## src/design/pmp_macros.svh

```systemverilog
/* Build-time constants for the PMP checker, which is built at one region count.
   NA4 matching is meaningful only while PMP_G is 0 */

`ifndef PMP_MACROS_SVH
`define PMP_MACROS_SVH

// ----------------------------------------------------------------------
// Region count and granularity
// ----------------------------------------------------------------------
`define PMP_NUM_REGIONS 4
`define PMP_G           0

// Debug module window, inclusive bounds on the 34-bit physical address
`define PMP_DM_START    34'h1_A000_0000
`define PMP_DM_END      34'h1_A000_0FFF

// ----------------------------------------------------------------------
// Bit positions inside a pmpcfg byte
// ----------------------------------------------------------------------
`define PMP_CFG_R       0
`define PMP_CFG_W       1
`define PMP_CFG_X       2
`define PMP_CFG_A_LO    3
`define PMP_CFG_L       7

`endif

```

## src/design/pmp_pkg.sv

```systemverilog
/* Shared types of the PMP checker. Widths of index and vector types
   follow PMP_NUM_REGIONS from the macro header */

`default_nettype none

`include "pmp_macros.svh"

package pmp_pkg;

  // Physical request address and the pmpaddr word (physical bits 33:2)
  typedef logic [33:0] phys_addr_t;
  typedef logic [31:0] pmp_addr_t;

  typedef logic [$clog2(`PMP_NUM_REGIONS)-1:0] region_idx_t;
  typedef logic [`PMP_NUM_REGIONS-1:0]         region_vec_t;
  typedef logic [7:0]                          pmp_cfg_t;

  typedef enum logic [1:0] {
    PMP_ACC_READ  = 2'd0,
    PMP_ACC_WRITE = 2'd1,
    PMP_ACC_EXEC  = 2'd2
  } pmp_acc_e;

  typedef enum logic [1:0] {
    PRIV_LVL_U = 2'd0,
    PRIV_LVL_M = 2'd3
  } priv_lvl_e;

  // Encoding of the A field
  typedef enum logic [1:0] {
    PMP_MODE_OFF   = 2'd0,
    PMP_MODE_TOR   = 2'd1,
    PMP_MODE_NA4   = 2'd2,
    PMP_MODE_NAPOT = 2'd3
  } pmp_mode_e;

  typedef enum logic [1:0] {
    CSR_SEL_CFG     = 2'd0,
    CSR_SEL_ADDR    = 2'd1,
    CSR_SEL_MSECCFG = 2'd2
  } csr_sel_e;

endpackage

`default_nettype wire

```

## src/design/pmp_if.sv

```systemverilog
/* Stage-to-stage buses of the checker pipeline. Each carries a one-cycle
   valid pulse and has no stall */

`timescale 1ns/1ps
`default_nettype none

// ----------------------------------------------------------------------
// Front end to match stage
// ----------------------------------------------------------------------
interface pmp_req_if;
  import pmp_pkg::*;

  logic       valid;
  phys_addr_t addr;
  pmp_acc_e   acc;
  priv_lvl_e  priv;
  logic       debug;

  modport source (output valid, addr, acc, priv, debug);
  modport sink   (input  valid, addr, acc, priv, debug);
endinterface

// ----------------------------------------------------------------------
// Match stage to permission stage
// ----------------------------------------------------------------------
interface pmp_match_if;
  import pmp_pkg::*;

  logic        valid;
  region_vec_t match_vec;
  pmp_acc_e    acc;
  priv_lvl_e   priv;
  logic        dm_hit;

  modport source (output valid, match_vec, acc, priv, dm_hit);
  modport sink   (input  valid, match_vec, acc, priv, dm_hit);
endinterface

// ----------------------------------------------------------------------
// Permission stage back to front end
// ----------------------------------------------------------------------
interface pmp_result_if;
  import pmp_pkg::*;

  logic        valid;
  logic        allowed;
  logic        matched;
  region_idx_t region;

  modport source (output valid, allowed, matched, region);
  modport sink   (input  valid, allowed, matched, region);
endinterface

`default_nettype wire

```

## src/design/pmp_csr_file.sv

```systemverilog
/* PMP configuration registers. Writes to a locked entry are dropped until
   reset, and MMWP can only be set. Writes are expected only while idle */

`timescale 1ns/1ps
`default_nettype none

`include "pmp_macros.svh"

module pmp_csr_file (
  input  wire                                           clk,
  input  wire                                           rst_i,
  input  wire                                           csr_we_i,
  input  pmp_pkg::csr_sel_e                             csr_sel_i,
  input  pmp_pkg::region_idx_t                          csr_idx_i,
  input  wire [31:0]                                    csr_wdata_i,
  output pmp_pkg::pmp_cfg_t  [`PMP_NUM_REGIONS-1:0]     cfg_o,
  output pmp_pkg::pmp_addr_t [`PMP_NUM_REGIONS-1:0]     addr_o,
  output logic                                          mmwp_o
);
  import pmp_pkg::*;

  pmp_cfg_t  [`PMP_NUM_REGIONS-1:0] cfg_q;
  pmp_addr_t [`PMP_NUM_REGIONS-1:0] addr_q;
  logic                             mmwp_q;
  logic                             entry_locked;

  // L bit of the addressed entry guards both its cfg byte and its address
  assign entry_locked = cfg_q[csr_idx_i][`PMP_CFG_L];

  always_ff @(posedge clk) begin
    if (rst_i) begin
      cfg_q  <= '0;
      addr_q <= '0;
      mmwp_q <= 1'b0;
    end else if (csr_we_i) begin
      case (csr_sel_i)
        CSR_SEL_CFG: begin
          if (!entry_locked) begin
            cfg_q[csr_idx_i] <= csr_wdata_i[7:0];
          end
        end
        CSR_SEL_ADDR: begin
          if (!entry_locked) begin
            addr_q[csr_idx_i] <= csr_wdata_i;
          end
        end
        CSR_SEL_MSECCFG: begin
          // Sticky, a zero in bit 1 leaves MMWP as it is
          if (csr_wdata_i[1]) begin
            mmwp_q <= 1'b1;
          end
        end
        default: ;
      endcase
    end
  end

  assign cfg_o  = cfg_q;
  assign addr_o = addr_q;
  assign mmwp_o = mmwp_q;

endmodule

`default_nettype wire

```

## src/design/pmp_req_frontend.sv

```systemverilog
/* Four-phase req/ack front end, one request in flight at a time.
   Request fields must stay stable until ack_o rises */

`timescale 1ns/1ps
`default_nettype none

module pmp_req_frontend (
  input  wire                   clk,
  input  wire                   rst_i,
  input  wire                   req_i,
  input  pmp_pkg::phys_addr_t   req_addr_i,
  input  pmp_pkg::pmp_acc_e     req_acc_i,
  input  pmp_pkg::priv_lvl_e    req_priv_i,
  input  wire                   req_debug_i,
  output logic                  ack_o,
  output logic                  allowed_o,
  output logic                  matched_o,
  output pmp_pkg::region_idx_t  region_o,
  pmp_req_if.source             req_port,
  pmp_result_if.sink            res_port
);
  import pmp_pkg::*;

  typedef enum logic [1:0] {IDLE, WAIT, ACK} fe_state_e;

  fe_state_e state_q;

  // ----------------------------------------------------------------------
  // Handshake FSM
  // ----------------------------------------------------------------------
  always_ff @(posedge clk) begin
    if (rst_i) begin
      state_q        <= IDLE;
      req_port.valid <= 1'b0;
    end else begin
      req_port.valid <= 1'b0;
      case (state_q)
        IDLE: if (req_i) begin
          req_port.valid <= 1'b1;
          state_q        <= WAIT;
        end
        WAIT: if (res_port.valid) state_q <= ACK;
        ACK:  if (!req_i) state_q <= IDLE;
        default: state_q <= IDLE;
      endcase
    end
  end

  // Request fields latched at acceptance
  always_ff @(posedge clk) begin
    if (state_q == IDLE && req_i) begin
      req_port.addr  <= req_addr_i;
      req_port.acc   <= req_acc_i;
      req_port.priv  <= req_priv_i;
      req_port.debug <= req_debug_i;
    end
  end

  // Result held for the whole ack phase
  always_ff @(posedge clk) begin
    if (state_q == WAIT && res_port.valid) begin
      allowed_o <= res_port.allowed;
      matched_o <= res_port.matched;
      region_o  <= res_port.region;
    end
  end

  assign ack_o = (state_q == ACK);

endmodule

`default_nettype wire

```

## src/design/pmp_region_match.sv

```systemverilog
/* Stage 1 of the checker, one cycle of latency. Produces one match bit per
   region for TOR, NA4 and NAPOT, plus the debug window hit */

`timescale 1ns/1ps
`default_nettype none

`include "pmp_macros.svh"

module pmp_region_match (
  input  wire                                        clk,
  input  wire                                        rst_i,
  input  pmp_pkg::pmp_cfg_t  [`PMP_NUM_REGIONS-1:0]  cfg_i,
  input  pmp_pkg::pmp_addr_t [`PMP_NUM_REGIONS-1:0]  addr_i,
  pmp_req_if.sink                                    req_port,
  pmp_match_if.source                                match_port
);
  import pmp_pkg::*;

  pmp_addr_t   req_word;
  region_vec_t match_vec;
  logic        dm_hit;

  // NAPOT mask clears every bit up to and including the lowest zero
  function automatic pmp_addr_t napot_mask(input pmp_addr_t a);
    pmp_addr_t base;
    pmp_addr_t mask;
    logic      done;
    base = a;
    mask = '1;
    done = 1'b0;
    for (int j = 0; j < `PMP_G - 1; j++) begin
      base[j] = 1'b1;
    end
    for (int j = 0; j < 32; j++) begin
      if (!done) begin
        mask[j] = 1'b0;
        if (!base[j]) done = 1'b1;
      end
    end
    return mask;
  endfunction

  assign req_word = req_port.addr[33:2];

  // ----------------------------------------------------------------------
  // Per-region match
  // ----------------------------------------------------------------------
  for (genvar i = 0; i < `PMP_NUM_REGIONS; i++) begin : g_region
    pmp_addr_t lo_bound;
    pmp_addr_t mask;
    pmp_mode_e mode;
    logic      tor_hit;
    logic      na4_hit;
    logic      napot_hit;

    // Region 0 uses address zero as its TOR base
    if (i == 0) begin : g_first
      assign lo_bound = '0;
    end else begin : g_rest
      assign lo_bound = addr_i[i-1];
    end

    assign mode      = pmp_mode_e'(cfg_i[i][`PMP_CFG_A_LO +: 2]);
    assign mask      = napot_mask(addr_i[i]);
    assign tor_hit   = (lo_bound[31:`PMP_G] <= req_word[31:`PMP_G]) &&
                       (req_word[31:`PMP_G] <  addr_i[i][31:`PMP_G]);
    assign na4_hit   = (req_word == addr_i[i]);
    assign napot_hit = ((req_word & mask) == (addr_i[i] & mask));

    assign match_vec[i] = (mode == PMP_MODE_TOR   && tor_hit) ||
                          (mode == PMP_MODE_NA4   && na4_hit) ||
                          (mode == PMP_MODE_NAPOT && napot_hit);
  end

  assign dm_hit = req_port.debug &&
                  (req_port.addr >= `PMP_DM_START) && (req_port.addr <= `PMP_DM_END);

  always_ff @(posedge clk) begin
    if (rst_i) match_port.valid <= 1'b0;
    else       match_port.valid <= req_port.valid;
  end

  always_ff @(posedge clk) begin
    if (req_port.valid) begin
      match_port.match_vec <= match_vec;
      match_port.acc       <= req_port.acc;
      match_port.priv      <= req_port.priv;
      match_port.dm_hit    <= dm_hit;
    end
  end

endmodule

`default_nettype wire

```

## src/design/pmp_perm_check.sv

```systemverilog
/* Stage 2 of the checker, one cycle of latency. Legacy permission rules only,
   no MML. Lowest matching index wins and region reads 0 with no match */

`timescale 1ns/1ps
`default_nettype none

`include "pmp_macros.svh"

module pmp_perm_check (
  input  wire                                        clk,
  input  wire                                        rst_i,
  input  pmp_pkg::pmp_cfg_t  [`PMP_NUM_REGIONS-1:0]  cfg_i,
  input  wire                                        mmwp_i,
  pmp_match_if.sink                                  match_port,
  pmp_result_if.source                               res_port
);
  import pmp_pkg::*;

  region_idx_t win_idx;
  pmp_cfg_t    win_cfg;
  logic        matched;
  logic        perm_ok;
  logic        allowed;

  // Priority encoder, scanned from the top so the lowest set bit remains
  always_comb begin
    win_idx = '0;
    for (int i = `PMP_NUM_REGIONS - 1; i >= 0; i--) begin
      if (match_port.match_vec[i]) win_idx = region_idx_t'(i);
    end
  end

  assign matched = |match_port.match_vec;
  assign win_cfg = cfg_i[win_idx];

  always_comb begin
    case (match_port.acc)
      PMP_ACC_READ:  perm_ok = win_cfg[`PMP_CFG_R];
      PMP_ACC_WRITE: perm_ok = win_cfg[`PMP_CFG_W];
      PMP_ACC_EXEC:  perm_ok = win_cfg[`PMP_CFG_X];
      default:       perm_ok = 1'b0;
    endcase
  end

  // ----------------------------------------------------------------------
  // Access decision
  // ----------------------------------------------------------------------
  always_comb begin
    if (matched) begin
      // M-mode is bound by the RWX bits only once the entry is locked
      if (match_port.priv == PRIV_LVL_M) begin
        allowed = win_cfg[`PMP_CFG_L] ? perm_ok : 1'b1;
      end else begin
        allowed = perm_ok;
      end
    end else begin
      allowed = (match_port.priv == PRIV_LVL_M) && !mmwp_i;
    end
    // Debug module window overrides any denial
    if (match_port.dm_hit) allowed = 1'b1;
  end

  always_ff @(posedge clk) begin
    if (rst_i) res_port.valid <= 1'b0;
    else       res_port.valid <= match_port.valid;
  end

  always_ff @(posedge clk) begin
    if (match_port.valid) begin
      res_port.allowed <= allowed;
      res_port.matched <= matched;
      res_port.region  <= matched ? win_idx : '0;
    end
  end

endmodule

`default_nettype wire

```

## src/design/pmp_checker_top.sv

```systemverilog
/* PMP access checker top level. ack_o rises 3 cycles after req_i is first
   sampled high; configuration writes only while req_i and ack_o are low */

`timescale 1ns/1ps
`default_nettype none

`include "pmp_macros.svh"

module pmp_checker_top (
  input  wire                   clk,
  input  wire                   rst_i,
  // Configuration port
  input  wire                   csr_we_i,
  input  pmp_pkg::csr_sel_e     csr_sel_i,
  input  pmp_pkg::region_idx_t  csr_idx_i,
  input  wire [31:0]            csr_wdata_i,
  // Request port
  input  wire                   req_i,
  input  pmp_pkg::phys_addr_t   req_addr_i,
  input  pmp_pkg::pmp_acc_e     req_acc_i,
  input  pmp_pkg::priv_lvl_e    req_priv_i,
  input  wire                   req_debug_i,
  // Response port
  output logic                  ack_o,
  output logic                  allowed_o,
  output logic                  matched_o,
  output pmp_pkg::region_idx_t  region_o
);
  import pmp_pkg::*;

  pmp_cfg_t  [`PMP_NUM_REGIONS-1:0] cfg;
  pmp_addr_t [`PMP_NUM_REGIONS-1:0] addr;
  logic                             mmwp;

  pmp_req_if    req_bus ();
  pmp_match_if  match_bus ();
  pmp_result_if res_bus ();

  pmp_csr_file u_csr_file (
    .clk         (clk),
    .rst_i       (rst_i),
    .csr_we_i    (csr_we_i),
    .csr_sel_i   (csr_sel_i),
    .csr_idx_i   (csr_idx_i),
    .csr_wdata_i (csr_wdata_i),
    .cfg_o       (cfg),
    .addr_o      (addr),
    .mmwp_o      (mmwp)
  );

  pmp_req_frontend u_frontend (
    .clk         (clk),
    .rst_i       (rst_i),
    .req_i       (req_i),
    .req_addr_i  (req_addr_i),
    .req_acc_i   (req_acc_i),
    .req_priv_i  (req_priv_i),
    .req_debug_i (req_debug_i),
    .ack_o       (ack_o),
    .allowed_o   (allowed_o),
    .matched_o   (matched_o),
    .region_o    (region_o),
    .req_port    (req_bus.source),
    .res_port    (res_bus.sink)
  );

  pmp_region_match u_region_match (
    .clk        (clk),
    .rst_i      (rst_i),
    .cfg_i      (cfg),
    .addr_i     (addr),
    .req_port   (req_bus.sink),
    .match_port (match_bus.source)
  );

  pmp_perm_check u_perm_check (
    .clk        (clk),
    .rst_i      (rst_i),
    .cfg_i      (cfg),
    .mmwp_i     (mmwp),
    .match_port (match_bus.sink),
    .res_port   (res_bus.source)
  );

endmodule

`default_nettype wire

```

## config.mk

```make
export PLATFORM = sky130hd
export DESIGN_NAME = pmp_checker_top
export DESIGN_NICKNAME = d
export VERILOG_FILES = /design/src/design/pmp_pkg.sv /design/src/design/pmp_if.sv /design/src/design/pmp_csr_file.sv /design/src/design/pmp_req_frontend.sv /design/src/design/pmp_region_match.sv /design/src/design/pmp_perm_check.sv /design/src/design/pmp_checker_top.sv
export VERILOG_INCLUDE_DIRS = /design/src /design/src/design
export SDC_FILE = /design/constraint.sdc
export NUM_CORES = 1
export LEC_CHECK = 0
export ABC_AREA = 1
export BUFFER_PORTS_ARGS = -buffer_cell sky130_fd_sc_hd__clkbuf_2
export CAP_MARGIN = 30
export CORE_MARGIN = 2
export CORE_UTILIZATION = 55
export CTS_CLUSTER_DIAMETER = 80
export DETAILED_ROUTE_END_ITERATION = 8
export PLACE_DENSITY = 0.73
export SYNTH_ARGS = -nofsm -noshare
export SYNTH_HDL_FRONTEND = slang
export SYNTH_SLANG_ARGS = --single-unit
```

## constraint.sdc

```tcl
create_clock -name clk -period 2.9 [get_ports clk]
set_input_delay 0.29 -clock clk [delete_from_list [all_inputs] [get_ports clk]]
set_output_delay 0.29 -clock clk [all_outputs]
set_load 0.005 [all_outputs]
```

==> impl_results.md <==
* CP required at 3.29 ns
* TNS Setup at -0.161 ns
* Core Rows at 57
* Max Slew Vio Count at 0
* Die span in y at 161 um
* Lkg Pwr at 6.89 nW
* Routed WL per cell at 17.0 um
* Inserted Clock Buffers at 25
* Met1 Use GR at 38.6%
* Setup ws final at -0.0820 ns
* Worst-margin pin slew at 0.831 ns
* DRT Pass-1 Iters at 5
* Worst setup SP type: flip-flop
* Clock insertion delay at the later pin of the skew report at 0.53 ns
* Clock transition at path regs at 0.06 ns
* Commonest non-fill, non-tap cell in the layout: nor2_1
* Clk sinks at 212
* Fillers at 1989
* Fin crit share at 103%
* Antenna violations before repair at 0
* Vias per cell at 5.65
* Final hold viol count at 0
* CTS H-tree lvls at 1
* Met3 usage at 3.28%
* CTS root buf: clkbuf_16
* Mapped cell area at 13500 um2
* Slowest-stage cell, CP: dfxtp_2
* Final setup fails at 3
* Diodes inserted at 0
* Fin nets at 2113
* Status: finished with violations
* Max-slew headroom at 44.5%
* Worst path buffer plus inverter count at 7
* R2r setup slk at -0.08 ns
* Iteration-0 DRC Markers at 949
* RSZ-0062 raised after global routing: true
* Area grow syn2layout at 20.6%
* Post-DP HPWL at 27.6 mm
* Layout cells sized above 1 at 15.7%
* Largest net degree at the start of global routing at 61
* Core ar. at 24200 um2
* Gr usage total at 29.1%
* Grt ovf at 0
* IO Pins at 84
* Final ANT Viol Nets at 0
* Yosys warnings at 0
* Commonest cells after routing, fill and taps aside: nor2_1 (242), nand2_1 (223), inv_1 (205)
* GR Util met2 at 49.3%
* Clock skew at 0.0165 ns
* Mapped Nets at 1938
* Final Critical Period at 2.98 ns
* CP max stage delay at 0.34 ns
* Pwr Density at 445 nW/um2
* Routed vias at 12700
* Global placement routability congestion at 0.876
* Number of remaining DRC errors at 0
* Max cap viols at 0
* CTS tree: done
* Avg Inst Size Synth at 7.78 um2
* Die width at 161 um
* Initial core utilization at 55.7%
* Critical path class: flip-flop to flip-flop
* Unique cell type count in the Yosys netlist at 46
* Routed WL at 38.1 mm
* Failing checks: setup timing
* Buffers on Ports at 81
* CP most frequent cell: nand2_1
* Final instance area at 16200 um2
* Die area at 25800 um2
* Fmax at 335 MHz
* WP data arrival at 3.37 ns
* Vias in the first global route at 12000
* Max Buffers Root-to-Sink at 3
* First-pass GRT wire length at 61.3 mm
* Max VDD drop at 0.435 mV
* Setup crit end kind: flip-flop
* Synthesis-stage register bit count at 212
* Grt peak-use layer: met2
* Post-DP Area at 14700 um2
* Mapped Cells at 1731
* Min-Delay Path Class: input port to flip-flop
* Top delay family on crit path: simple AND/OR/NAND/NOR gates
* Seq/Total Area, Yosys at 35.5%
* CP Max Fanout at 2
## report_power, final
part	internal [mW]	switching [mW]
registers	3.13	0.0997
clock network	1.80	1.27
logic	0.371	0.560
total	5.29	1.93
## logic make-up (layout without fill, tap and decap cells)
kind of cell	after synthesis	after routing	synth area share, %
fa+ha+maj	128	128	11.9
simple gates	695	695	24.2
flops	212	212	35.5
compound gates	345	345	16.0
buf+inv	281	473	7.87
xor+xnor	70	70	4.55
## registers in the layout, summed over array words and instances (netlist names), 2 cells and up
| name | count |
|---|---|
| u_csr_file.addr_o | 128 |
| u_frontend.req_port.addr | 32 |
| u_frontend.req_port.priv | 2 |
| u_perm_check.res_port.region | 2 |
| u_region_match.match_port.priv | 2 |
| u_region_match.match_port.match_vec | 4 |
| u_csr_file.cfg_o | 24 |
| u_region_match.match_port.acc | 2 |
| u_frontend.req_port.acc | 2 |
| u_frontend.region_o | 2 |
| u_frontend.state_q | 2 |
## synthesized netlist by cell type, drive strengths merged
cell       n  area share, %
o21ai     69            2.6
nor2     271            8.3
a221oi     3           0.24
o2111ai    6           0.39
nor3       9           0.33
inv      209            5.8
ha       128             12
o21a       4           0.22
o21bai     1          0.056
xor2      62            4.0
a21oi    116            4.3
xnor2      8           0.52
nand3b     2           0.11
o221ai     4           0.26
o22ai      3           0.14
a41oi      1          0.065
or3        3           0.14
dfxtp    158             23
edfxtp    54             12
clkinv     1          0.028
a2111oi    1          0.065
clkbuf    71            2.0
o211ai     4           0.22
nand2    228            6.4
nor4       7           0.32
nand4    105            5.9
o2111a     1          0.084
o31ai      1          0.056
nor4b      1          0.065
a221o      1          0.074
a31oi      2          0.093
a21o       1          0.056
nand3     68            2.6
a211oi   127            7.1
or4        1          0.056
## worst paths after layout
check                                                 from                                endpoint  depth (start not counted)
worst max-delay path                  u_csr_file.addr_o[1]  u_region_match.match_port.match_vec[0]                         25
worst min-delay path                                 req_i                   u_frontend.state_q[1]                          3
worst max register to register        u_csr_file.addr_o[1]  u_region_match.match_port.match_vec[0]                         25
worst min register to register  u_frontend.req_port.acc[0]        u_region_match.match_port.acc[0]                          0
## through the flow
step / setup slack (ns) / util (%) / hold slack, ns / cells / power (mW)
floorplan: 0.470 / - / 0.389 / 1731 / 3.81
global placement: -0.0102 / 60.6 / 0.402 / 2144 / 4.12
detailed placement: -0.0463 / 60.6 / 0.405 / 2144 / 4.14
CTS: -0.00717 / 65.9 / 0.0217 / 2236 / 7.22
global route: -0.364 / 67.2 / 0.0413 / 2247 / 7.48
finish: -0.0820 / 67.2 / 0.0208 / 2247 / 7.22
## per-layer routing
layer	up-vias	routed length [um]
li1	6339	-
met5	-	0
met4	0	1380
met3	90	2130
met1	5887	16600
met2	374	18000
## cell type report
type / count / area (um2) / share of cell area, %
multi-input combinational: 1238 / 7880 / 48.5
sequential: 212 / 4800 / 29.6
timing repair buffer: 219 / 1580 / 9.73
inverter: 210 / 788 / 4.85
clock buffer: 39 / 761 / 4.68
tap: 324 / 405 / 2.49
clock inverter: 5 / 31.3 / 0.193
## worst register-to-register path, cell delays in order, from the launching register on
cell and delay, ns:
dfxtp_2 0.34, nand2_2 0.06, nor2_2 0.11, nand4_1 0.14
buf_4 0.18, buf_4 0.12, buf_4 0.12, buf_4 0.13
buf_4 0.12, a21oi_1 0.17, nand4_1 0.16, a21oi_1 0.15
nand2_1 0.06, nor2_1 0.10, nand2_1 0.06, inv_1 0.05
nand2_1 0.04, nor2_1 0.08, nand2_1 0.06, inv_1 0.06
nand2_1 0.05, a21oi_1 0.12, nand2_1 0.06, nor2_1 0.08
nand3_1 0.11, nand2_1 0.11
## what timing repair did
action / CTS / global route
endpoints found under the setup margin: 4 / 4
pin swaps: 13 / 40
endpoints found under the hold margin: 37 / 0
hold buffers: 37 / 0
gates resized for setup: 13 / 52
buffers inserted: 11 / 10
Note: power is estimated with default switching activity, not from simulation.
